===== config.mk =====
export PLATFORM = sky130hd
export DESIGN_NAME = spi_master_axi_if
export DESIGN_NICKNAME = d
export VERILOG_FILES = /design/src/hdl/spi_axi_pkg.sv /design/src/hdl/spi_axi_wr_channel.sv /design/src/hdl/spi_axi_rd_channel.sv /design/src/hdl/spi_ctrl_regs.sv /design/src/hdl/spi_master_axi_if.sv
export SDC_FILE = /design/constraint.sdc
export NUM_CORES = 1
export LEC_CHECK = 0
export BUFFER_PORTS_ARGS = -buffer_cell sky130_fd_sc_hd__buf_4
export CORE_AREA = 4 4 176 178
export CTS_CLUSTER_DIAMETER = 100
export DETAILED_ROUTE_END_ITERATION = 10
export DIE_AREA = 0 0 180 182
export REMOVE_ABC_BUFFERS = 1
export SETUP_SLACK_MARGIN = 0.2
export SLEW_MARGIN = 20
export SYNTH_ARGS = -nofsm -noshare
export SYNTH_HDL_FRONTEND = slang
export SYNTH_SLANG_ARGS = --single-unit

===== constraint.sdc =====
create_clock -name s_axi_aclk -period 5.1 [get_ports s_axi_aclk]
set_input_delay 1.02 -clock s_axi_aclk [delete_from_list [all_inputs] [get_ports s_axi_aclk]]
set_output_delay 1.02 -clock s_axi_aclk [all_outputs]
set_load 0.005 [all_outputs]

===== src/hdl/spi_axi_pkg.sv =====
package spi_axi_pkg;

  localparam int DATA_WIDTH    = 32;
  localparam int STRB_WIDTH    = DATA_WIDTH / 8;
  localparam int REG_IDX_WIDTH = 3;

  localparam logic [1:0] resp_okay = 2'b00;

  // Word index inside the register window
  typedef enum logic [REG_IDX_WIDTH-1:0] {
    STATUS = 3'd0,
    CLKDIV = 3'd1,
    SPICMD = 3'd2,
    SPIADR = 3'd3,
    SPILEN = 3'd4,
    SPIDUM = 3'd5,
    RXFIFO = 3'd6,
    TXFIFO = 3'd7
  } reg_idx_e;

  typedef struct packed {
    logic [7:0]  clk_div;
    logic [31:0] cmd;
    logic [31:0] addr;
    logic [5:0]  cmd_len;
    logic [5:0]  addr_len;
    logic [15:0] data_len;
    logic [15:0] dummy_rd;
    logic [15:0] dummy_wr;
    logic [3:0]  csreg;
  } spi_cfg_t;

  typedef struct packed {
    logic rd;
    logic wr;
    logic qrd;
    logic qwr;
    logic swrst;
    logic clk_div_valid;
  } spi_pulse_t;

  typedef struct packed {
    logic                  valid;
    reg_idx_e              idx;
    logic [DATA_WIDTH-1:0] data;
    logic [STRB_WIDTH-1:0] strb;
  } reg_wr_t;

  // STATUS write, commands in byte 0
  typedef struct packed {
    logic [15:0] rsvd_hi;
    logic [3:0]  rsvd_cs;
    logic [3:0]  csreg;
    logic [2:0]  rsvd_cmd;
    logic        swrst;
    logic        qwr;
    logic        qrd;
    logic        wr;
    logic        rd;
  } ctrl_view_t;

  typedef struct packed {
    logic [15:0] data_len;
    logic [1:0]  rsvd_addr;
    logic [5:0]  addr_len;
    logic [1:0]  rsvd_cmd;
    logic [5:0]  cmd_len;
  } len_view_t;

  typedef struct packed {
    logic [15:0] dummy_wr;
    logic [15:0] dummy_rd;
  } dum_view_t;

  typedef union packed {
    logic [DATA_WIDTH-1:0] raw;
    ctrl_view_t            ctrl_view;
    len_view_t             len_view;
    dum_view_t             dum_view;
  } reg_wdata_u;

endpackage


===== src/hdl/spi_axi_wr_channel.sv =====
`timescale 1ns/1ps

module spi_axi_wr_channel #(
  parameter int AXI4_ADDRESS_WIDTH = 32,
  parameter int AXI4_ID_WIDTH      = 16
) (
  input  logic                                  s_axi_aclk,
  input  logic                                  s_axi_aresetn,

  input  logic                                  s_axi_awvalid,
  input  logic [AXI4_ID_WIDTH-1:0]              s_axi_awid,
  input  logic [AXI4_ADDRESS_WIDTH-1:0]         s_axi_awaddr,
  output logic                                  s_axi_awready,

  input  logic                                  s_axi_wvalid,
  input  logic [spi_axi_pkg::DATA_WIDTH-1:0]    s_axi_wdata,
  input  logic [spi_axi_pkg::STRB_WIDTH-1:0]    s_axi_wstrb,
  output logic                                  s_axi_wready,

  output logic                                  s_axi_bvalid,
  output logic [AXI4_ID_WIDTH-1:0]              s_axi_bid,
  output logic [1:0]                            s_axi_bresp,
  input  logic                                  s_axi_bready,

  output spi_axi_pkg::reg_wr_t                  reg_wr,
  output logic                                  spi_data_tx_valid,
  input  logic                                  spi_data_tx_ready
);

  localparam int IDX_LSB    = 2;
  localparam int IDX_MSB    = 6;
  localparam int WORD_WIDTH = IDX_MSB - IDX_LSB + 1;

  typedef enum logic [1:0] {
    WR_IDLE,
    WR_WAIT_DATA,
    WR_RESP
  } wr_state_e;

  wr_state_e               state_q;
  wr_state_e               state_d;
  logic [AXI4_ID_WIDTH-1:0] id_q;
  logic [WORD_WIDTH-1:0]   word_q;
  logic [WORD_WIDTH-1:0]   aw_word;
  logic [WORD_WIDTH-1:0]   cur_word;
  spi_axi_pkg::reg_idx_e   cur_idx;
  logic                    cur_hit;
  logic                    is_tx;
  logic                    data_ok;
  logic                    aw_hs;
  logic                    w_hs;

  assign aw_word  = s_axi_awaddr[IDX_MSB:IDX_LSB];
  assign cur_word = (state_q == WR_IDLE) ? aw_word : word_q; // Idle takes the incoming address
  assign cur_idx  = spi_axi_pkg::reg_idx_e'(cur_word[spi_axi_pkg::REG_IDX_WIDTH-1:0]);
  assign cur_hit  = (cur_word[WORD_WIDTH-1:spi_axi_pkg::REG_IDX_WIDTH] == '0);
  assign is_tx    = cur_hit && (cur_idx == spi_axi_pkg::TXFIFO);
  assign data_ok  = !is_tx || spi_data_tx_ready;

  assign aw_hs = s_axi_awvalid && s_axi_awready;
  assign w_hs  = s_axi_wvalid && s_axi_wready;

  always_comb
  begin
    s_axi_awready = 1'b0;
    s_axi_wready  = 1'b0;
    s_axi_bvalid  = 1'b0;
    state_d       = state_q;
    case (state_q)
      WR_IDLE:
      begin
        s_axi_awready = 1'b1;
        s_axi_wready  = s_axi_awvalid && data_ok;
        if (s_axi_awvalid)
          state_d = (s_axi_wvalid && data_ok) ? WR_RESP : WR_WAIT_DATA;
      end
      WR_WAIT_DATA:
      begin
        s_axi_wready = data_ok;
        if (s_axi_wvalid && data_ok)
          state_d = WR_RESP;
      end
      WR_RESP:
      begin
        s_axi_bvalid = 1'b1;
        if (s_axi_bready)
        begin
          // Next address only, its data comes a cycle later
          s_axi_awready = 1'b1;
          state_d       = s_axi_awvalid ? WR_WAIT_DATA : WR_IDLE;
        end
      end
      default:
        state_d = WR_IDLE;
    endcase
  end

  always_ff @(posedge s_axi_aclk or negedge s_axi_aresetn)
  begin
    if (!s_axi_aresetn)
      state_q <= WR_IDLE;
    else
      state_q <= state_d;
  end

  always_ff @(posedge s_axi_aclk)
  begin
    if (aw_hs)
    begin
      id_q   <= s_axi_awid;
      word_q <= aw_word;
    end
  end

  assign s_axi_bid   = id_q;
  assign s_axi_bresp = spi_axi_pkg::resp_okay;

  assign reg_wr = '{valid: w_hs && cur_hit, idx: cur_idx, data: s_axi_wdata, strb: s_axi_wstrb};
  assign spi_data_tx_valid = w_hs && is_tx;

  a_bvalid_hold: assert property (@(posedge s_axi_aclk) disable iff (!s_axi_aresetn)
    s_axi_bvalid && !s_axi_bready |=> s_axi_bvalid && $stable(s_axi_bid));

  a_tx_push_ready: assert property (@(posedge s_axi_aclk) disable iff (!s_axi_aresetn)
    spi_data_tx_valid |-> spi_data_tx_ready);

endmodule


===== src/hdl/spi_axi_rd_channel.sv =====
`timescale 1ns/1ps

module spi_axi_rd_channel #(
  parameter int AXI4_ADDRESS_WIDTH = 32,
  parameter int AXI4_ID_WIDTH      = 16
) (
  input  logic                                  s_axi_aclk,
  input  logic                                  s_axi_aresetn,

  input  logic                                  s_axi_arvalid,
  input  logic [AXI4_ID_WIDTH-1:0]              s_axi_arid,
  input  logic [AXI4_ADDRESS_WIDTH-1:0]         s_axi_araddr,
  output logic                                  s_axi_arready,

  output logic                                  s_axi_rvalid,
  output logic [AXI4_ID_WIDTH-1:0]              s_axi_rid,
  output logic [spi_axi_pkg::DATA_WIDTH-1:0]    s_axi_rdata,
  output logic [1:0]                            s_axi_rresp,
  output logic                                  s_axi_rlast,
  input  logic                                  s_axi_rready,

  output spi_axi_pkg::reg_idx_e                 rd_idx,
  input  logic [spi_axi_pkg::DATA_WIDTH-1:0]    rd_data,
  input  logic                                  spi_data_rx_valid,
  output logic                                  spi_data_rx_ready
);

  localparam int IDX_LSB    = 2;
  localparam int IDX_MSB    = 6;
  localparam int WORD_WIDTH = IDX_MSB - IDX_LSB + 1;

  typedef enum logic {
    RD_IDLE,
    RD_RESP
  } rd_state_e;

  rd_state_e                        state_q;
  logic                             first_q;
  logic [AXI4_ID_WIDTH-1:0]         id_q;
  logic [WORD_WIDTH-1:0]            word_q;
  logic [spi_axi_pkg::DATA_WIDTH-1:0] rdata_q;
  logic [spi_axi_pkg::DATA_WIDTH-1:0] rd_word;
  logic                             hit;
  logic                             rx_sel;
  logic                             accept_en;
  logic                             ar_hs;
  logic                             r_hs;

  assign rd_idx = spi_axi_pkg::reg_idx_e'(word_q[spi_axi_pkg::REG_IDX_WIDTH-1:0]);
  assign hit    = (word_q[WORD_WIDTH-1:spi_axi_pkg::REG_IDX_WIDTH] == '0);
  assign rx_sel = hit && (rd_idx == spi_axi_pkg::RXFIFO);

  // RX beats wait for FIFO data
  assign s_axi_rvalid = (state_q == RD_RESP) && (!rx_sel || spi_data_rx_valid);
  assign r_hs         = s_axi_rvalid && s_axi_rready;

  assign accept_en     = (state_q == RD_IDLE) || r_hs;
  assign s_axi_arready = accept_en;
  assign ar_hs         = s_axi_arvalid && accept_en;

  assign spi_data_rx_ready = r_hs && rx_sel; // Pop on the R handshake

  always_ff @(posedge s_axi_aclk or negedge s_axi_aresetn)
  begin
    if (!s_axi_aresetn)
    begin
      state_q <= RD_IDLE;
      first_q <= 1'b0;
    end
    else
    begin
      if (accept_en)
        state_q <= s_axi_arvalid ? RD_RESP : RD_IDLE;
      first_q <= ar_hs;
    end
  end

  always_ff @(posedge s_axi_aclk)
  begin
    if (ar_hs)
    begin
      id_q   <= s_axi_arid;
      word_q <= s_axi_araddr[IDX_MSB:IDX_LSB];
    end
    if (first_q)
      rdata_q <= rd_data; // Freeze the word for a stalled beat
  end

  assign rd_word = first_q ? rd_data : rdata_q;

  always_comb
  begin
    if (!hit)
      s_axi_rdata = '0;
    else if (rx_sel)
      s_axi_rdata = rd_data;
    else
      s_axi_rdata = rd_word;
  end

  assign s_axi_rid   = id_q;
  assign s_axi_rresp = spi_axi_pkg::resp_okay;
  assign s_axi_rlast = (state_q == RD_RESP);

  // Register reads hold their word while stalled
  a_rdata_stable: assert property (@(posedge s_axi_aclk) disable iff (!s_axi_aresetn)
    s_axi_rvalid && !s_axi_rready && !rx_sel |=> $stable(s_axi_rdata));

endmodule


===== src/hdl/spi_ctrl_regs.sv =====
`timescale 1ns/1ps

module spi_ctrl_regs (
  input  logic                               s_axi_aclk,
  input  logic                               s_axi_aresetn,

  input  spi_axi_pkg::reg_wr_t               reg_wr,
  input  spi_axi_pkg::reg_idx_e              rd_idx,
  output logic [spi_axi_pkg::DATA_WIDTH-1:0] rd_data,

  input  logic [spi_axi_pkg::DATA_WIDTH-1:0] spi_status,
  input  logic [spi_axi_pkg::DATA_WIDTH-1:0] spi_data_rx,
  output spi_axi_pkg::spi_cfg_t              spi_cfg,
  output spi_axi_pkg::spi_pulse_t            spi_pulse
);

  spi_axi_pkg::reg_wdata_u wd;

  assign wd.raw = reg_wr.data;

  function automatic logic [spi_axi_pkg::DATA_WIDTH-1:0] strobe_merge(
    input logic [spi_axi_pkg::DATA_WIDTH-1:0] old_word,
    input logic [spi_axi_pkg::DATA_WIDTH-1:0] new_word,
    input logic [spi_axi_pkg::STRB_WIDTH-1:0] strb
  );
    logic [spi_axi_pkg::DATA_WIDTH-1:0] merged;
    merged = old_word;
    for (int b = 0; b < spi_axi_pkg::STRB_WIDTH; b++)
    begin
      if (strb[b])
        merged[8*b +: 8] = new_word[8*b +: 8];
    end
    return merged;
  endfunction

  always_ff @(posedge s_axi_aclk or negedge s_axi_aresetn)
  begin
    if (!s_axi_aresetn)
    begin
      spi_cfg   <= '0;
      spi_pulse <= '0;
    end
    else
    begin
      spi_pulse <= '0; // Pulses last one cycle
      if (reg_wr.valid)
      begin
        case (reg_wr.idx)
          spi_axi_pkg::STATUS:
          begin
            if (reg_wr.strb[0])
            begin
              spi_pulse.rd    <= wd.ctrl_view.rd;
              spi_pulse.wr    <= wd.ctrl_view.wr;
              spi_pulse.qrd   <= wd.ctrl_view.qrd;
              spi_pulse.qwr   <= wd.ctrl_view.qwr;
              spi_pulse.swrst <= wd.ctrl_view.swrst;
            end
            if (reg_wr.strb[1])
              spi_cfg.csreg <= wd.ctrl_view.csreg;
          end
          spi_axi_pkg::CLKDIV:
          begin
            if (reg_wr.strb[0])
            begin
              spi_cfg.clk_div         <= wd.raw[7:0];
              spi_pulse.clk_div_valid <= 1'b1;
            end
          end
          spi_axi_pkg::SPICMD:
            spi_cfg.cmd <= strobe_merge(spi_cfg.cmd, wd.raw, reg_wr.strb);
          spi_axi_pkg::SPIADR:
            spi_cfg.addr <= strobe_merge(spi_cfg.addr, wd.raw, reg_wr.strb);
          spi_axi_pkg::SPILEN:
          begin
            if (reg_wr.strb[0])
              spi_cfg.cmd_len <= wd.len_view.cmd_len;
            if (reg_wr.strb[1])
              spi_cfg.addr_len <= wd.len_view.addr_len;
            if (reg_wr.strb[2])
              spi_cfg.data_len[7:0] <= wd.len_view.data_len[7:0];
            if (reg_wr.strb[3])
              spi_cfg.data_len[15:8] <= wd.len_view.data_len[15:8];
          end
          spi_axi_pkg::SPIDUM:
          begin
            if (reg_wr.strb[0])
              spi_cfg.dummy_rd[7:0] <= wd.dum_view.dummy_rd[7:0];
            if (reg_wr.strb[1])
              spi_cfg.dummy_rd[15:8] <= wd.dum_view.dummy_rd[15:8];
            if (reg_wr.strb[2])
              spi_cfg.dummy_wr[7:0] <= wd.dum_view.dummy_wr[7:0];
            if (reg_wr.strb[3])
              spi_cfg.dummy_wr[15:8] <= wd.dum_view.dummy_wr[15:8];
          end
          default:
          begin
            // FIFO indices leave the configuration alone
          end
        endcase
      end
    end
  end

  always_comb
  begin
    case (rd_idx)
      spi_axi_pkg::STATUS: rd_data = spi_status;
      spi_axi_pkg::CLKDIV: rd_data = {24'h0, spi_cfg.clk_div};
      spi_axi_pkg::SPICMD: rd_data = spi_cfg.cmd;
      spi_axi_pkg::SPIADR: rd_data = spi_cfg.addr;
      spi_axi_pkg::SPILEN:
        rd_data = {spi_cfg.data_len, 2'b00, spi_cfg.addr_len, 2'b00, spi_cfg.cmd_len};
      spi_axi_pkg::SPIDUM: rd_data = {spi_cfg.dummy_wr, spi_cfg.dummy_rd};
      default:             rd_data = spi_data_rx; // RX and TX windows
    endcase
  end

  // Write beats are at least two cycles apart
  a_pulse_single: assert property (@(posedge s_axi_aclk) disable iff (!s_axi_aresetn)
    spi_pulse != '0 |=> spi_pulse == '0);

endmodule


===== src/hdl/spi_master_axi_if.sv =====
`timescale 1ns/1ps

module spi_master_axi_if #(
  parameter int AXI4_ADDRESS_WIDTH = 32,
  parameter int AXI4_ID_WIDTH      = 16
) (
  input  logic                               s_axi_aclk,
  input  logic                               s_axi_aresetn,

  input  logic                               s_axi_awvalid,
  input  logic [AXI4_ID_WIDTH-1:0]           s_axi_awid,
  input  logic [AXI4_ADDRESS_WIDTH-1:0]      s_axi_awaddr,
  output logic                               s_axi_awready,

  input  logic                               s_axi_wvalid,
  input  logic [spi_axi_pkg::DATA_WIDTH-1:0] s_axi_wdata,
  input  logic [spi_axi_pkg::STRB_WIDTH-1:0] s_axi_wstrb,
  output logic                               s_axi_wready,

  output logic                               s_axi_bvalid,
  output logic [AXI4_ID_WIDTH-1:0]           s_axi_bid,
  output logic [1:0]                         s_axi_bresp,
  input  logic                               s_axi_bready,

  input  logic                               s_axi_arvalid,
  input  logic [AXI4_ID_WIDTH-1:0]           s_axi_arid,
  input  logic [AXI4_ADDRESS_WIDTH-1:0]      s_axi_araddr,
  output logic                               s_axi_arready,

  output logic                               s_axi_rvalid,
  output logic [AXI4_ID_WIDTH-1:0]           s_axi_rid,
  output logic [spi_axi_pkg::DATA_WIDTH-1:0] s_axi_rdata,
  output logic [1:0]                         s_axi_rresp,
  output logic                               s_axi_rlast,
  input  logic                               s_axi_rready,

  output spi_axi_pkg::spi_cfg_t              spi_cfg,
  output spi_axi_pkg::spi_pulse_t            spi_pulse,
  input  logic [spi_axi_pkg::DATA_WIDTH-1:0] spi_status,
  output logic [spi_axi_pkg::DATA_WIDTH-1:0] spi_data_tx,
  output logic                               spi_data_tx_valid,
  input  logic                               spi_data_tx_ready,
  input  logic [spi_axi_pkg::DATA_WIDTH-1:0] spi_data_rx,
  input  logic                               spi_data_rx_valid,
  output logic                               spi_data_rx_ready
);

  spi_axi_pkg::reg_wr_t               reg_wr;
  spi_axi_pkg::reg_idx_e              rd_idx;
  logic [spi_axi_pkg::DATA_WIDTH-1:0] rd_data;

  assign spi_data_tx = s_axi_wdata; // Valid only on a TX data beat

  spi_axi_wr_channel #(
    .AXI4_ADDRESS_WIDTH (AXI4_ADDRESS_WIDTH),
    .AXI4_ID_WIDTH      (AXI4_ID_WIDTH)
  ) u_wr_channel (
    .s_axi_aclk         (s_axi_aclk),
    .s_axi_aresetn      (s_axi_aresetn),
    .s_axi_awvalid      (s_axi_awvalid),
    .s_axi_awid         (s_axi_awid),
    .s_axi_awaddr       (s_axi_awaddr),
    .s_axi_awready      (s_axi_awready),
    .s_axi_wvalid       (s_axi_wvalid),
    .s_axi_wdata        (s_axi_wdata),
    .s_axi_wstrb        (s_axi_wstrb),
    .s_axi_wready       (s_axi_wready),
    .s_axi_bvalid       (s_axi_bvalid),
    .s_axi_bid          (s_axi_bid),
    .s_axi_bresp        (s_axi_bresp),
    .s_axi_bready       (s_axi_bready),
    .reg_wr             (reg_wr),
    .spi_data_tx_valid  (spi_data_tx_valid),
    .spi_data_tx_ready  (spi_data_tx_ready)
  );

  spi_axi_rd_channel #(
    .AXI4_ADDRESS_WIDTH (AXI4_ADDRESS_WIDTH),
    .AXI4_ID_WIDTH      (AXI4_ID_WIDTH)
  ) u_rd_channel (
    .s_axi_aclk         (s_axi_aclk),
    .s_axi_aresetn      (s_axi_aresetn),
    .s_axi_arvalid      (s_axi_arvalid),
    .s_axi_arid         (s_axi_arid),
    .s_axi_araddr       (s_axi_araddr),
    .s_axi_arready      (s_axi_arready),
    .s_axi_rvalid       (s_axi_rvalid),
    .s_axi_rid          (s_axi_rid),
    .s_axi_rdata        (s_axi_rdata),
    .s_axi_rresp        (s_axi_rresp),
    .s_axi_rlast        (s_axi_rlast),
    .s_axi_rready       (s_axi_rready),
    .rd_idx             (rd_idx),
    .rd_data            (rd_data),
    .spi_data_rx_valid  (spi_data_rx_valid),
    .spi_data_rx_ready  (spi_data_rx_ready)
  );

  spi_ctrl_regs u_ctrl_regs (
    .s_axi_aclk    (s_axi_aclk),
    .s_axi_aresetn (s_axi_aresetn),
    .reg_wr        (reg_wr),
    .rd_idx        (rd_idx),
    .rd_data       (rd_data),
    .spi_status    (spi_status),
    .spi_data_rx   (spi_data_rx),
    .spi_cfg       (spi_cfg),
    .spi_pulse     (spi_pulse)
  );

endmodule


== Yosys cells after proc, flatten, opt, wreduce, memory -nomap -nowiden ==
Index checks and enable logic that the tools add are counted.
Cells by class
  equality and inequality tests: 17
  reduce and logical (&&, ||, !) cells: 41
  bitwise operators: 1
  muxes and demuxes: 21
Operators with widths (number)
  $pmux 32 s6: 1
  $mux 32: 3
  $reduce_and 3->1: 19
  $eq 3x3->1 const B: 6
  $mux 5: 3
  $eq 3x2->1 const B: 4
  $logic_and 1x1->1: 12
  $mux 2: 4
  $eq 3x1->1 const B: 2
  $logic_not 2->1: 3
  $logic_not 3->1: 2
  $mux 1: 6
  $mux 6: 1
  $pmux 2 s3: 1
  $ne 2x2->1 const B: 2
  $pmux 1 s2: 2
  $logic_or 1x1->1: 3
  $eq 2x1->1 const B: 1
  $eq 2x2->1 const B: 1
  $logic_not 1->1: 2
  $ne 2x1->1 const B: 1
  $not 1->1: 1
Word-level totals
  output and inout port bits: 250
  register bits after elaboration: 220

== Logic depth before layout (Yosys ltp) ==
Gate-level depths: netlist of the first run.
  word-level depth: 11
  depth in mapped cells: 9
  depth with buffers taken out: 5

== Modules after synthesis ==
Synthesis of the first run repeated with hierarchy kept, for this count alone.
Second synthesis, totals
  cells, all modules: 861
  area total of the unflattened synthesis: 11217.0 um^2
Modules (own cells, without submodules)
  spi_ctrl_regs: times used 1, area an instance 7026.7 um^2, cells each 549
  spi_axi_rd_channel: times used 1, area an instance 2758.9 um^2, cells each 190
  spi_axi_wr_channel: times used 1, area an instance 1191.1 um^2, cells each 90
  spi_master_axi_if: times used 1, area an instance 240.2 um^2, cells each 32

== Worst setup path after synthesis of the first run ==
OpenSTA, ideal clock, no wires.
  kind: input to output
  start: input port spi_status[28] (netlist name)
  end: output port s_axi_rdata[28] (netlist name)
  path buffers: 0
  path slack: 2.063 ns
  cell stages on the path: 5
  arrival time: 2.017 ns
  required time: 4.080 ns
  cell sequence: or3b_2 a21oi_1 a2111oi_0 a211oi_1 a22o_1
Between the ends
  cells in the longest elaborated chain, start to end: 4
Ends and longest elaborated chain
  from (decl): RTL line spi_master_axi_if.sv:39  | input logic [spi_axi_pkg::DATA_WIDTH-1:0] spi_status,
  $pmux 32 s6: RTL line spi_ctrl_regs.sv:107  | case (rd_idx)
  $mux 32: RTL line spi_axi_rd_channel.sv:89  | assign rd_word = first_q ? rd_data : rdata_q;
  named net u_rd_channel.rd_word, one bit: RTL line spi_axi_rd_channel.sv:42  | logic [spi_axi_pkg::DATA_WIDTH-1:0] rd_word;
  $mux 32: RTL line spi_axi_rd_channel.sv:95  | else if (rx_sel)
  $mux 32: RTL line spi_axi_rd_channel.sv:93  | if (!hit)
  to (decl): RTL line spi_master_axi_if.sv:32  | output logic [spi_axi_pkg::DATA_WIDTH-1:0] s_axi_rdata,
The timed path passes the listed nets, and every way through them passes these cells.

== Worst setup path after layout of the first run ==
  start: register u_rd_channel.word_q[2]
  end: output port s_axi_rdata[24] (netlist name)
Between the ends
  cells in the longest elaborated chain, start to end: 5
  elaborated cells between the ends (all ways): 12
  those cells by class: eq/ne: 6; mux: 4; reduce/logical: 2
Ends and longest elaborated chain
  from (decl): RTL line spi_axi_rd_channel.sv:40  | logic [WORD_WIDTH-1:0] word_q;
  from (signal assigned): RTL line spi_axi_rd_channel.sv:83  | word_q <= s_axi_araddr[IDX_MSB:IDX_LSB];
  $eq 3x3->1, or another cell as far along: RTL line spi_ctrl_regs.sv:107
  $pmux 32 s6 (*): RTL line spi_ctrl_regs.sv:107
  $mux 32 (*): RTL line spi_axi_rd_channel.sv:89
  named net u_rd_channel.rd_word, one bit: RTL line spi_axi_rd_channel.sv:42
  $mux 32 (*): RTL line spi_axi_rd_channel.sv:95
  $mux 32 (*): RTL line spi_axi_rd_channel.sv:93
Mark *: on every way through the listed nets, which the timed path passes. The rest lies on a longest branch.

==> flow_summary.json, run 1 <==
{
  "setup_viol": 0,
  "hold_end": "u_rd_channel.rdata_q[4]",
  "remaining_drc_errors": 0,
  "wl_mm": 35.5,
  "worst_pin_slew_ns": 1.06,
  "use_met3_pct": 6.15,
  "synth_top_family_by_area": "multiplexers",
  "grt_usage_pct": 20.7,
  "r2r_end": "u_ctrl_regs.spi_cfg[54]",
  "dp_hpwl_mm": 25.4,
  "crit_top_cell": "buf_4",
  "hold_class": "reg -> reg",
  "syn2layout_area_growth_pct": 38.2,
  "irDropWorstVdd_mv": 0.251,
  "cts_resized": 0,
  "numClockSinks": 220,
  "netlist_instances": 856,
  "met1_usage_pct": 26.3,
  "hold_viol": 0,
  "die-area_sq_um": 32800,
  "synth_top_area_cell": "dfrtp_1",
  "die_w_microns": 180,
  "yosys_warnings": 0,
  "post_cts_buffers": 0,
  "postCtsHoldBufs": 0,
  "cp_top_family": "compound AO/OA/AOI/OAI gates",
  "synthDistinctLibCells": 58,
  "worstPathRequired_ns": 4.08,
  "clock-root-buffer": "clkbuf_16",
  "synth_ff_type": "dfrtp_1",
  "cp_max_fo": 31,
  "slowest_delay_ns": 0.68,
  "grtUsageMet2_pct": 34.6,
  "fp.dieH_microns": 182,
  "worst-path-buf-inv": 2,
  "r2r-start": "u_wr_channel.state_q[0]",
  "yosysSeqAreaShare_pct": 52.6,
  "synth_seq_cells": 220,
  "synth_edf_count": 42,
  "period_minus_slack_ns": 4.37,
  "synth_area_per_cell_sq_um": 12.3,
  "crit_chain": "buf_4 -> nand2_2 -> nand2_1 -> a2111oi_0 -> a211oi_1 -> a22o_1 -> buf_4",
  "nets": 1414,
  "start_util_pct": 35.9,
  "wl_per_cell_microns": 21.9,
  "fmax_mhz": 229,
  "maxSlewHeadroom_pct": 29.5,
  "gp_congestion": 0.788,
  "cp.arrival_ns": 3.35,
  "ios": 455,
  "synth_async_sr_flop_share_pct": 66.4,
  "avgViaCountPerCell": 5.19,
  "layout-drive-gt1-share_pct": 53.2,
  "h-tree-depth": 1,
  "setup_tns_ns": 0,
  "synth_compound_area_share_pct": 11.7,
  "yosysTopAreaCellShare_pct": 34.6,
  "instances_no_fill": 1619,
  "synthMuxAreaShare_pct": 18.5,
  "mostFrequentLayoutCell": "buf_4",
  "synth_fa_ha_area_share_pct": 0,
  "hp-start": "u_rd_channel.rdata_q[4]",
  "dp.cells": 1571,
  "first_pass_iters": 6,
  "end_kind": "output pin",
  "synth_xor_area_share_pct": 0,
  "leakage_uw": 0.00689,
  "synthSimpleGateAreaFrac_pct": 12.0,
  "final_max_slew_viol_count": 0,
  "drtIter0Drc": 416,
  "whs_ns": 0.455,
  "worstSetupPathType": "reg -> out",
  "layout_common_cells": "buf_4, dfrtp_1, mux2_2",
  "ant_nets": 0,
  "antenna_found_initial": 1,
  "power_density_nw_per_um2": 370,
  "synth_area_sq_um": 10600,
  "cts_buffers": 26,
  "num-fill-cells": 2695,
  "reg2reg_depth": 6,
  "rrSetupSlack_ns": 2.01,
  "cts_buffer_depth": 3,
  "grt_overflow": 0,
  "fin_crit_sh_pct": 85.7,
  "first_global_vias": 8642,
  "clk_pin_slew_worst_paths_ns": 0.06,
  "start_kind": "flip-flop",
  "rows": 63,
  "grt_pass1_wl_mm": 53.6,
  "worstHoldPathCells": 2,
  "fin_skew_ns": 0.0227,
  "rsz0062_at_grt": "false",
  "num_vias": 8407,
  "core_sq_um": 29400,
  "status": "completed",
  "grt_max_degree": 79,
  "maxCapViolCount": 0,
  "n_antenna_cell": 0,
  "synth_area_leaders": "dfrtp_1, mux2_2, edfxtp_1",
  "cts_tree": "yes",
  "top_usage_layer": "met2",
  "numPortBuffers": 396,
  "clock_latency_ns": 0.54,
  "cp_slowest_cell": "a2111oi_0"
}
[cells in the mapped netlist (22+ instances only)]
| master | instances |
|---|---|
| dfxtp_1 | 32 |
| nand3_1 | 22 |
| a21oi_1 | 50 |
| a22o_1 | 25 |
| nor2_1 | 59 |
| edfxtp_1 | 42 |
| buf_4 | 36 |
| clkbuf_1 | 31 |
| mux2_2 | 132 |
| nand3b_1 | 36 |
| dfrtp_1 | 146 |
[per-stage QoR]
step	power (uW)	util (%)	setup slack, ns	instance area, sq um
finish	5400	49.7	0.730	14600
global route	5670	49.7	0.563	14600
CTS	5480	49.7	0.632	14600
detailed placement	3460	46.5	1.23	13700
global placement	3430	46.5	1.23	13700
floorplan	2720	-	-0.198	10100
[state kept, by name (all words and copies together), names as in the netlist]
register and flops:
u_ctrl_regs.spi_cfg 136, u_ctrl_regs.spi_pulse 6, u_rd_channel.first_q 1, u_rd_channel.rdata_q 32, u_rd_channel.s_axi_rid 16, u_rd_channel.s_axi_rlast 1
u_rd_channel.word_q 5, u_wr_channel.s_axi_bid 16, u_wr_channel.state_q 2, u_wr_channel.word_q 5
[worst reg2reg max path: stages (launching register included)]
cell and delay (ns):
dfrtp_1 0.47, or2_1 0.40, mux2i_1 0.21, a211oi_4 0.78, buf_4 0.37, nand3_1 0.36
mux2_2 0.39
[per-layer routing]
metal	wire length, microns	vias to the layer above	share of wire (%)
met5	17	-	0.048
met1	14700	4120	41
li1	-	3888	-
met4	1040	2	2.9
met3	2750	60	7.7
met2	17000	337	48
[report_power, final]
part | internal [uW] | switching, uW
clock | 1250 | 748
combinational | 655 | 499
sequential | 2060 | 190
total | 3970 | 1440
[worst max path at each step]
stage,start,end,slack (ns),depth (start not counted)
2_1_floorplan,u_rd_channel.word_q[1],s_axi_rdata[0],-0.20,4
3_3_place_gp,u_rd_channel.word_q[2],s_axi_rdata[24],1.23,7
3_5_place_dp,u_rd_channel.word_q[2],s_axi_rdata[24],1.23,7
4_1_cts,u_rd_channel.word_q[2],s_axi_rdata[24],0.63,7
5_1_grt,u_rd_channel.word_q[2],s_axi_rdata[13],0.56,7
6_report,u_rd_channel.word_q[2],s_axi_rdata[24],0.73,7
[area by class of cell]
cell class,count,area (sq um),share of cell area [%]
multi-input cells,541,4490,30.8
well taps,390,488,3.34
clock inverters,12,170,1.17
inverters,10,37.5,0.257
clock buffers,36,762,5.22
repair buffers,410,3090,21.2
flip-flops and latches,220,5560,38.1
[cell families (layout without fill, tap and decap cells)]
| kind of cell | after synthesis | count (layout) |
|---|---|---|
| buffers and inverters | 98 | 468 |
| AND/OR/NAND/NOR | 196 | 196 |
| flip-flops | 220 | 220 |
| multiplexers | 164 | 164 |
| other | 1 | 4 |
| AO/OA/AOI/OAI | 177 | 177 |
Note: power is estimated with default switching activity, not from simulation.
==> run 2, diff against run 1 <==
--- a/config.mk
+++ b/config.mk
@@ -6,13 +6,17 @@
 export NUM_CORES = 1
 export LEC_CHECK = 0
 export BUFFER_PORTS_ARGS = -buffer_cell sky130_fd_sc_hd__buf_4
-export CORE_AREA = 4 4 176 178
+export CELL_PAD_IN_SITES_DETAIL_PLACEMENT = 1
+export CELL_PAD_IN_SITES_GLOBAL_PLACEMENT = 1
+export CORE_ASPECT_RATIO = 0.8
+export CORE_MARGIN = 4
+export CORE_UTILIZATION = 37
 export CTS_CLUSTER_DIAMETER = 100
 export DETAILED_ROUTE_END_ITERATION = 10
-export DIE_AREA = 0 0 180 182
+export PLACE_DENSITY_LB_ADDON = 0.1
 export REMOVE_ABC_BUFFERS = 1
 export SETUP_SLACK_MARGIN = 0.2
-export SLEW_MARGIN = 20
+export SLEW_MARGIN = 0
 export SYNTH_ARGS = -nofsm -noshare
 export SYNTH_HDL_FRONTEND = slang
 export SYNTH_SLANG_ARGS = --single-unit
==> constraint.sdc (replaced) <==
create_clock -name s_axi_aclk -period 4.8 [get_ports s_axi_aclk]
set_input_delay 0.96 -clock s_axi_aclk [delete_from_list [all_inputs] [get_ports s_axi_aclk]]
set_output_delay 0.96 -clock s_axi_aclk [all_outputs]
set_load 0.005 [all_outputs]
==> run 2 against run 1 <==
  * Wire length rose by 6.2%
  * Sequential share of layout area rose by 0.39 points
  * Global-route usage rose by 2.3 points
  * Critical path type unchanged
  * Largest cell class unchanged
  * Largest power group unchanged
==> flow_summary.json, run 2 (synthesized netlist as in run 1, its figures left out) <==
{
  "reg2reg_depth": 5,
  "syn2layout_area_growth_pct": 36.8,
  "largest_reg_flops": 136,
  "drtIter0Drc": 365,
  "start_kind": "flip-flop",
  "postCtsHoldBufs": 0,
  "worstHoldPathCells": 2,
  "clock_latency_ns": 0.51,
  "hold_viol": 0,
  "dp_hpwl_mm": 26.8,
  "die_w_microns": 197,
  "antenna_found_initial": 1,
  "gp_congestion": 0.779,
  "layout-drive-gt1-share_pct": 53.1,
  "clk_pin_slew_worst_paths_ns": 0.06,
  "n_antenna_cell": 0,
  "cts_buffer_depth": 3,
  "final_max_slew_viol_count": 0,
  "first_global_vias": 8965,
  "worstPathRequired_ns": 3.84,
  "setup_viol": 0,
  "remaining_drc_errors": 0,
  "dp.cells": 1553,
  "period_minus_slack_ns": 4.19,
  "clock-root-buffer": "clkbuf_16",
  "instances_no_fill": 1597,
  "post_cts_buffers": 0,
  "fp.dieH_microns": 159,
  "fin_crit_sh_pct": 87.2,
  "grt_pass1_wl_mm": 56.6,
  "cp_max_fo": 30,
  "ant_nets": 0,
  "rows": 55,
  "cts_tree": "yes",
  "cts_resized": 0,
  "worst_pin_slew_ns": 1.11,
  "maxSlewHeadroom_pct": 25.4,
  "grt_overflow": 0,
  "cts_buffers": 24,
  "reg_top3": "u_ctrl_regs.spi_cfg: 136 flops, u_rd_channel.rdata_q: 32 flops",
  "wl_per_cell_microns": 23.6,
  "nets": 1414,
  "layout_common_cells": "buf_4, dfrtp_1, mux2_2",
  "mostFrequentLayoutCell": "buf_4",
  "grt_usage_pct": 23.0,
  "numPortBuffers": 396,
  "fmax_mhz": 239,
  "rsz0062_at_grt": "false",
  "num_vias": 8573,
  "die-area_sq_um": 31300,
  "status": "completed",
  "wl_mm": 37.7,
  "h-tree-depth": 1,
  "worstSetupPathType": "reg -> out",
  "first_pass_iters": 4,
  "avgViaCountPerCell": 5.37,
  "fin_skew_ns": 0.00951,
  "top_register": "u_ctrl_regs.spi_cfg",
  "power_density_nw_per_um2": 378,
  "leakage_uw": 0.00684,
  "start_util_pct": 37.4,
  "whs_ns": 0.455,
  "end_kind": "output pin",
  "cp.arrival_ns": 3.23,
  "maxCapViolCount": 0,
  "hold_class": "reg -> reg",
  "ios": 455,
  "numClockSinks": 220,
  "core_sq_um": 28200,
  "grt_max_degree": 95,
  "irDropWorstVdd_mv": 0.264
}
[run 2: final timing paths]
check                                         from  slack (ns)                  endpoint
max                         u_rd_channel.word_q[1]        0.61           s_axi_rdata[22]
min                        u_rd_channel.rdata_q[4]        0.45   u_rd_channel.rdata_q[4]
max reg2reg                u_wr_channel.state_q[0]        1.66   u_ctrl_regs.spi_cfg[57]
min reg2reg                u_rd_channel.rdata_q[4]        0.45   u_rd_channel.rdata_q[4]
max in group asynchronous            s_axi_aresetn        3.26  u_ctrl_regs.spi_cfg[117]
min in group asynchronous            s_axi_aresetn        0.51  u_ctrl_regs.spi_cfg[132]
[run 2: layout make-up]
type / instances / area, sq um
inverter: 10 / 37.5
tap: 370 / 463
clock buffer: 40 / 762
fill: 3050 / 13800
multi-input combinational: 541 / 4490
sequential: 220 / 5560
clock inverter: 4 / 20.0
timing repair buffer: 412 / 3120
[run 2: where the power goes]
group / internal (uW) / total [uW] / switching (uW)
combinational: 700 / 1240 / 545
sequential: 2190 / 2400 / 210
clock: 1080 / 1820 / 741
[run 2: routing by layer]
layer | routed length [microns] | vias up | GRT usage (%)
li1 | - | 3867 | -
met1 | 16300 | 4360 | 31.3
met2 | 17800 | 309 | 37.6
met3 | 3040 | 37 | 6.41
met4 | 522 | 0 | 3.43
met5 | 0 | - | 0
[run 2: worst max-delay path: stages, from the launching register on]
cell       delay, ns
edfxtp_1        0.39
buf_4           0.28
inv_1           0.21
and3_1          0.88
a2111oi_0       0.29
a211oi_1        0.32
a22o_1          0.20
buf_4           0.11
[run 2: per-stage QoR]
| stage | total power, uW | worst slack (ns) | util [%] | TNS, ns | instance area (sq um) |
|---|---|---|---|---|---|
| 2_1_floorplan | 2890 | -0.438 | - | -10.47 | 10100 |
| 6_report | 5470 | 0.614 | 51.2 | 0 | 14500 |
| 4_1_cts | 5550 | 0.560 | 51.2 | 0 | 14500 |
| 5_1_grt | 5750 | 0.400 | 51.2 | 0 | 14500 |
| 3_5_place_dp | 3700 | 1.13 | 48.5 | 0 | 13700 |
| 3_3_place_gp | 3660 | 1.17 | 48.5 | 0 | 13700 |
==> run 3, diff against run 2 <==
--- a/config.mk
+++ b/config.mk
@@ -5,12 +5,13 @@
 export SDC_FILE = /design/constraint.sdc
 export NUM_CORES = 1
 export LEC_CHECK = 0
+export ABC_AREA = 1
 export BUFFER_PORTS_ARGS = -buffer_cell sky130_fd_sc_hd__buf_4
 export CELL_PAD_IN_SITES_DETAIL_PLACEMENT = 1
 export CELL_PAD_IN_SITES_GLOBAL_PLACEMENT = 1
 export CORE_ASPECT_RATIO = 0.8
 export CORE_MARGIN = 4
-export CORE_UTILIZATION = 37
+export CORE_UTILIZATION = 35
 export CTS_CLUSTER_DIAMETER = 100
 export DETAILED_ROUTE_END_ITERATION = 10
 export PLACE_DENSITY_LB_ADDON = 0.1
==> run 3 against run 2 <==
  * Design area is 7.7% higher
  * Area after synthesis is 9.3% higher
  * Register-to-register slack better by 0.09 ns
  * Critical path depth is 3 higher
  * Combinational power grew to 2.7 times the previous value
  * First-iteration DRC count is 85% higher
  * Critical endpoint is now s_axi_rdata[3]
  * Highest routed layer is now met5
==> flow_summary.json, run 3 <==
{
  "status": "completed",
  "yosysTopAreaCellShare_pct": 31.6,
  "setup_viol": 0,
  "remaining_drc_errors": 0,
  "cts_buffers": 26,
  "irDropWorstVdd_mv": 0.248,
  "synth_area_per_cell_sq_um": 8.05,
  "hold_viol": 0,
  "ant_nets": 0,
  "grt_pass1_wl_mm": 72.4,
  "numClockSinks": 220,
  "grt_overflow": 0,
  "maxCapViolCount": 0,
  "die-area_sq_um": 36000,
  "avgViaCountPerCell": 5.10,
  "ios": 455,
  "yosys_warnings": 0,
  "first_pass_iters": 5,
  "synth_seq_cells": 220,
  "worstSetupPathType": "reg -> out",
  "power_uw": 8240,
  "first_global_vias": 11900,
  "synth_top_cells_by_count": "nand2_1, nand3_1, inv_1",
  "clock_latency_ns": 0.54,
  "rows": 59,
  "hp-start": "u_rd_channel.rdata_q[10]",
  "final_max_slew_viol_count": 0,
  "start_kind": "flip-flop",
  "fin_skew_ns": 0.0165,
  "period_minus_slack_ns": 4.46,
  "fp.dieH_microns": 170,
  "r2r_end": "u_rd_channel.word_q[0]",
  "num_vias": 11300,
  "netlist_instances": 1434,
  "gp_congestion": 0.801,
  "reg_top3": "u_ctrl_regs.spi_cfg: 136 flops, u_rd_channel.rdata_q: 32 flops",
  "synth_ff_type": "dfrtp_1",
  "synth_area_leaders": "dfrtp_1, edfxtp_1, nand2_1",
  "dp_hpwl_mm": 33.6,
  "syn2layout_area_growth_pct": 34.8,
  "cts_resized": 0,
  "wl_mm": 48.6,
  "core_sq_um": 32600,
  "h-tree-depth": 1,
  "num-fill-cells": 3998,
  "worstHoldPathCells": 2,
  "start_util_pct": 35.5,
  "yosysSeqAreaShare_pct": 48.1,
  "rrSetupSlack_ns": 1.75,
  "synth_edf_count": 42,
  "synth_most_common_cell": "nand2_1",
  "hold_class": "reg -> reg",
  "cts_buffer_depth": 3,
  "worst_pin_slew_ns": 1.34,
  "postCtsHoldBufs": 0,
  "synth_async_sr_flop_share_pct": 66.4,
  "mostFrequentLayoutCell": "buf_4",
  "cts_tree": "yes",
  "grt_max_degree": 76,
  "layout-drive-gt1-share_pct": 29.1,
  "clk_pin_slew_worst_paths_ns": 0.06,
  "r2r-start": "u_rd_channel.word_q[2]",
  "clock-root-buffer": "clkbuf_16",
  "nets": 1983,
  "cp.arrival_ns": 3.50,
  "power_density_nw_per_um2": 530,
  "rsz0062_at_grt": "true",
  "maxSlewHeadroom_pct": 10.8,
  "reg2reg_depth": 7,
  "cp_max_fo": 15,
  "worstPathRequired_ns": 3.84,
  "layout_common_cells": "buf_4, nand2_1, nand3_1",
  "hold_end": "u_rd_channel.rdata_q[10]",
  "end_kind": "output pin",
  "fmax_mhz": 224,
  "drtIter0Drc": 674,
  "top_register": "u_ctrl_regs.spi_cfg",
  "fin_crit_sh_pct": 92.9,
  "leakage_uw": 0.00757,
  "wl_per_cell_microns": 21.8,
  "numPortBuffers": 396,
  "setup_tns_ns": 0,
  "synthDistinctLibCells": 28,
  "post_cts_buffers": 0,
  "die_w_microns": 211,
  "synth_area_sq_um": 11500,
  "largest_reg_flops": 136,
  "grt_usage_pct": 25.9,
  "synth_top_area_cell": "dfrtp_1",
  "antenna_found_initial": 2
}
==> run 3: cell count changes after synthesis, sizes merged, moves of 19 or more <==
cell,previous run,this run
o21bai,0,136
nand2,10,300
a211oi,19,0
nand3,38,212
a21oi,50,4
nor3,2,21
mux2,146,0
a22o,25,0
o21ai,19,43
nand3b,36,0
nand4,1,26
or2,3,41
inv,10,199
==> run 3: metal layers <==
metal / vias up / track usage (%) / wire length, microns
li1: 5326 / - / -
met1: 5629 / 35.6 / 21300
met2: 334 / 43.1 / 23300
met3: 54 / 5.27 / 3160
met4: 2 / 4.37 / 828
met5: - / 0 / 20
==> run 3: worst max-delay path by stage <==
stage                                start                endpoint  slack, ns  cells after the start
global placement    u_rd_channel.word_q[0]         s_axi_rdata[10]       1.04                     12
CTS                 u_rd_channel.word_q[0]         s_axi_rdata[10]       0.37                     12
global route        u_rd_channel.word_q[0]          s_axi_rdata[4]       0.13                     10
finish              u_rd_channel.word_q[0]          s_axi_rdata[3]       0.34                     10
detailed placement  u_rd_channel.word_q[0]         s_axi_rdata[10]       0.96                     12
floorplan                  s_axi_awaddr[4]  u_ctrl_regs.spi_cfg[0]       0.51                      9
==> run 3: area by class of cell <==
class	count	area (sq um)	area share [%]
Sequential cell	220	5560	35.7
Multi-Input combinational cell	919	4750	30.6
Timing Repair Buffer	412	3110	20.0
Clock buffer	44	810	5.20
Inverter	199	747	4.80
Tap cell	427	534	3.43
Clock inverter	4	45.0	0.290
Antenna cell	1	2.50	0.0161
==> run 3: logic make-up after synthesis <==
group	count (synthesis)	share of synthesized area (%)
buf+inv	299	11.2
flops	220	48.1
other cells	1	0.0325
simple gates	697	27.7
compound gates	217	12.9
==> run 3: power by group <==
group | switching [uW] | internal (uW) | total (uW)
clock network | 816 | 1190 | 2010
logic | 1850 | 1440 | 3290
registers | 405 | 2540 | 2950
total | 3070 | 5170 | 8240
==> run 3: worst max-delay path: stages (launching register included) <==
cell	delay (ns)
edfxtp_1	0.50
inv_1	0.39
nand2_1	0.25
nor2_2	1.07
nand2_1	0.12
o21ai_0	0.14
nor2_1	0.11
nand4_1	0.09
nand3_1	0.08
nand2_1	0.08
buf_4	0.12
==> run 3: stage by stage <==
stage	hold slack, ns	cell area [sq um]	utilization, %	setup slack [ns]	std cells
global route	0.500	15600	47.8	0.127	2226
floorplan	0.422	11000	-	0.513	1337
CTS	0.455	15500	47.8	0.374	2224
global placement	0.439	14700	45.1	1.04	2176
detailed placement	0.439	14700	45.1	0.959	2176
finish	0.454	15600	47.8	0.342	2226
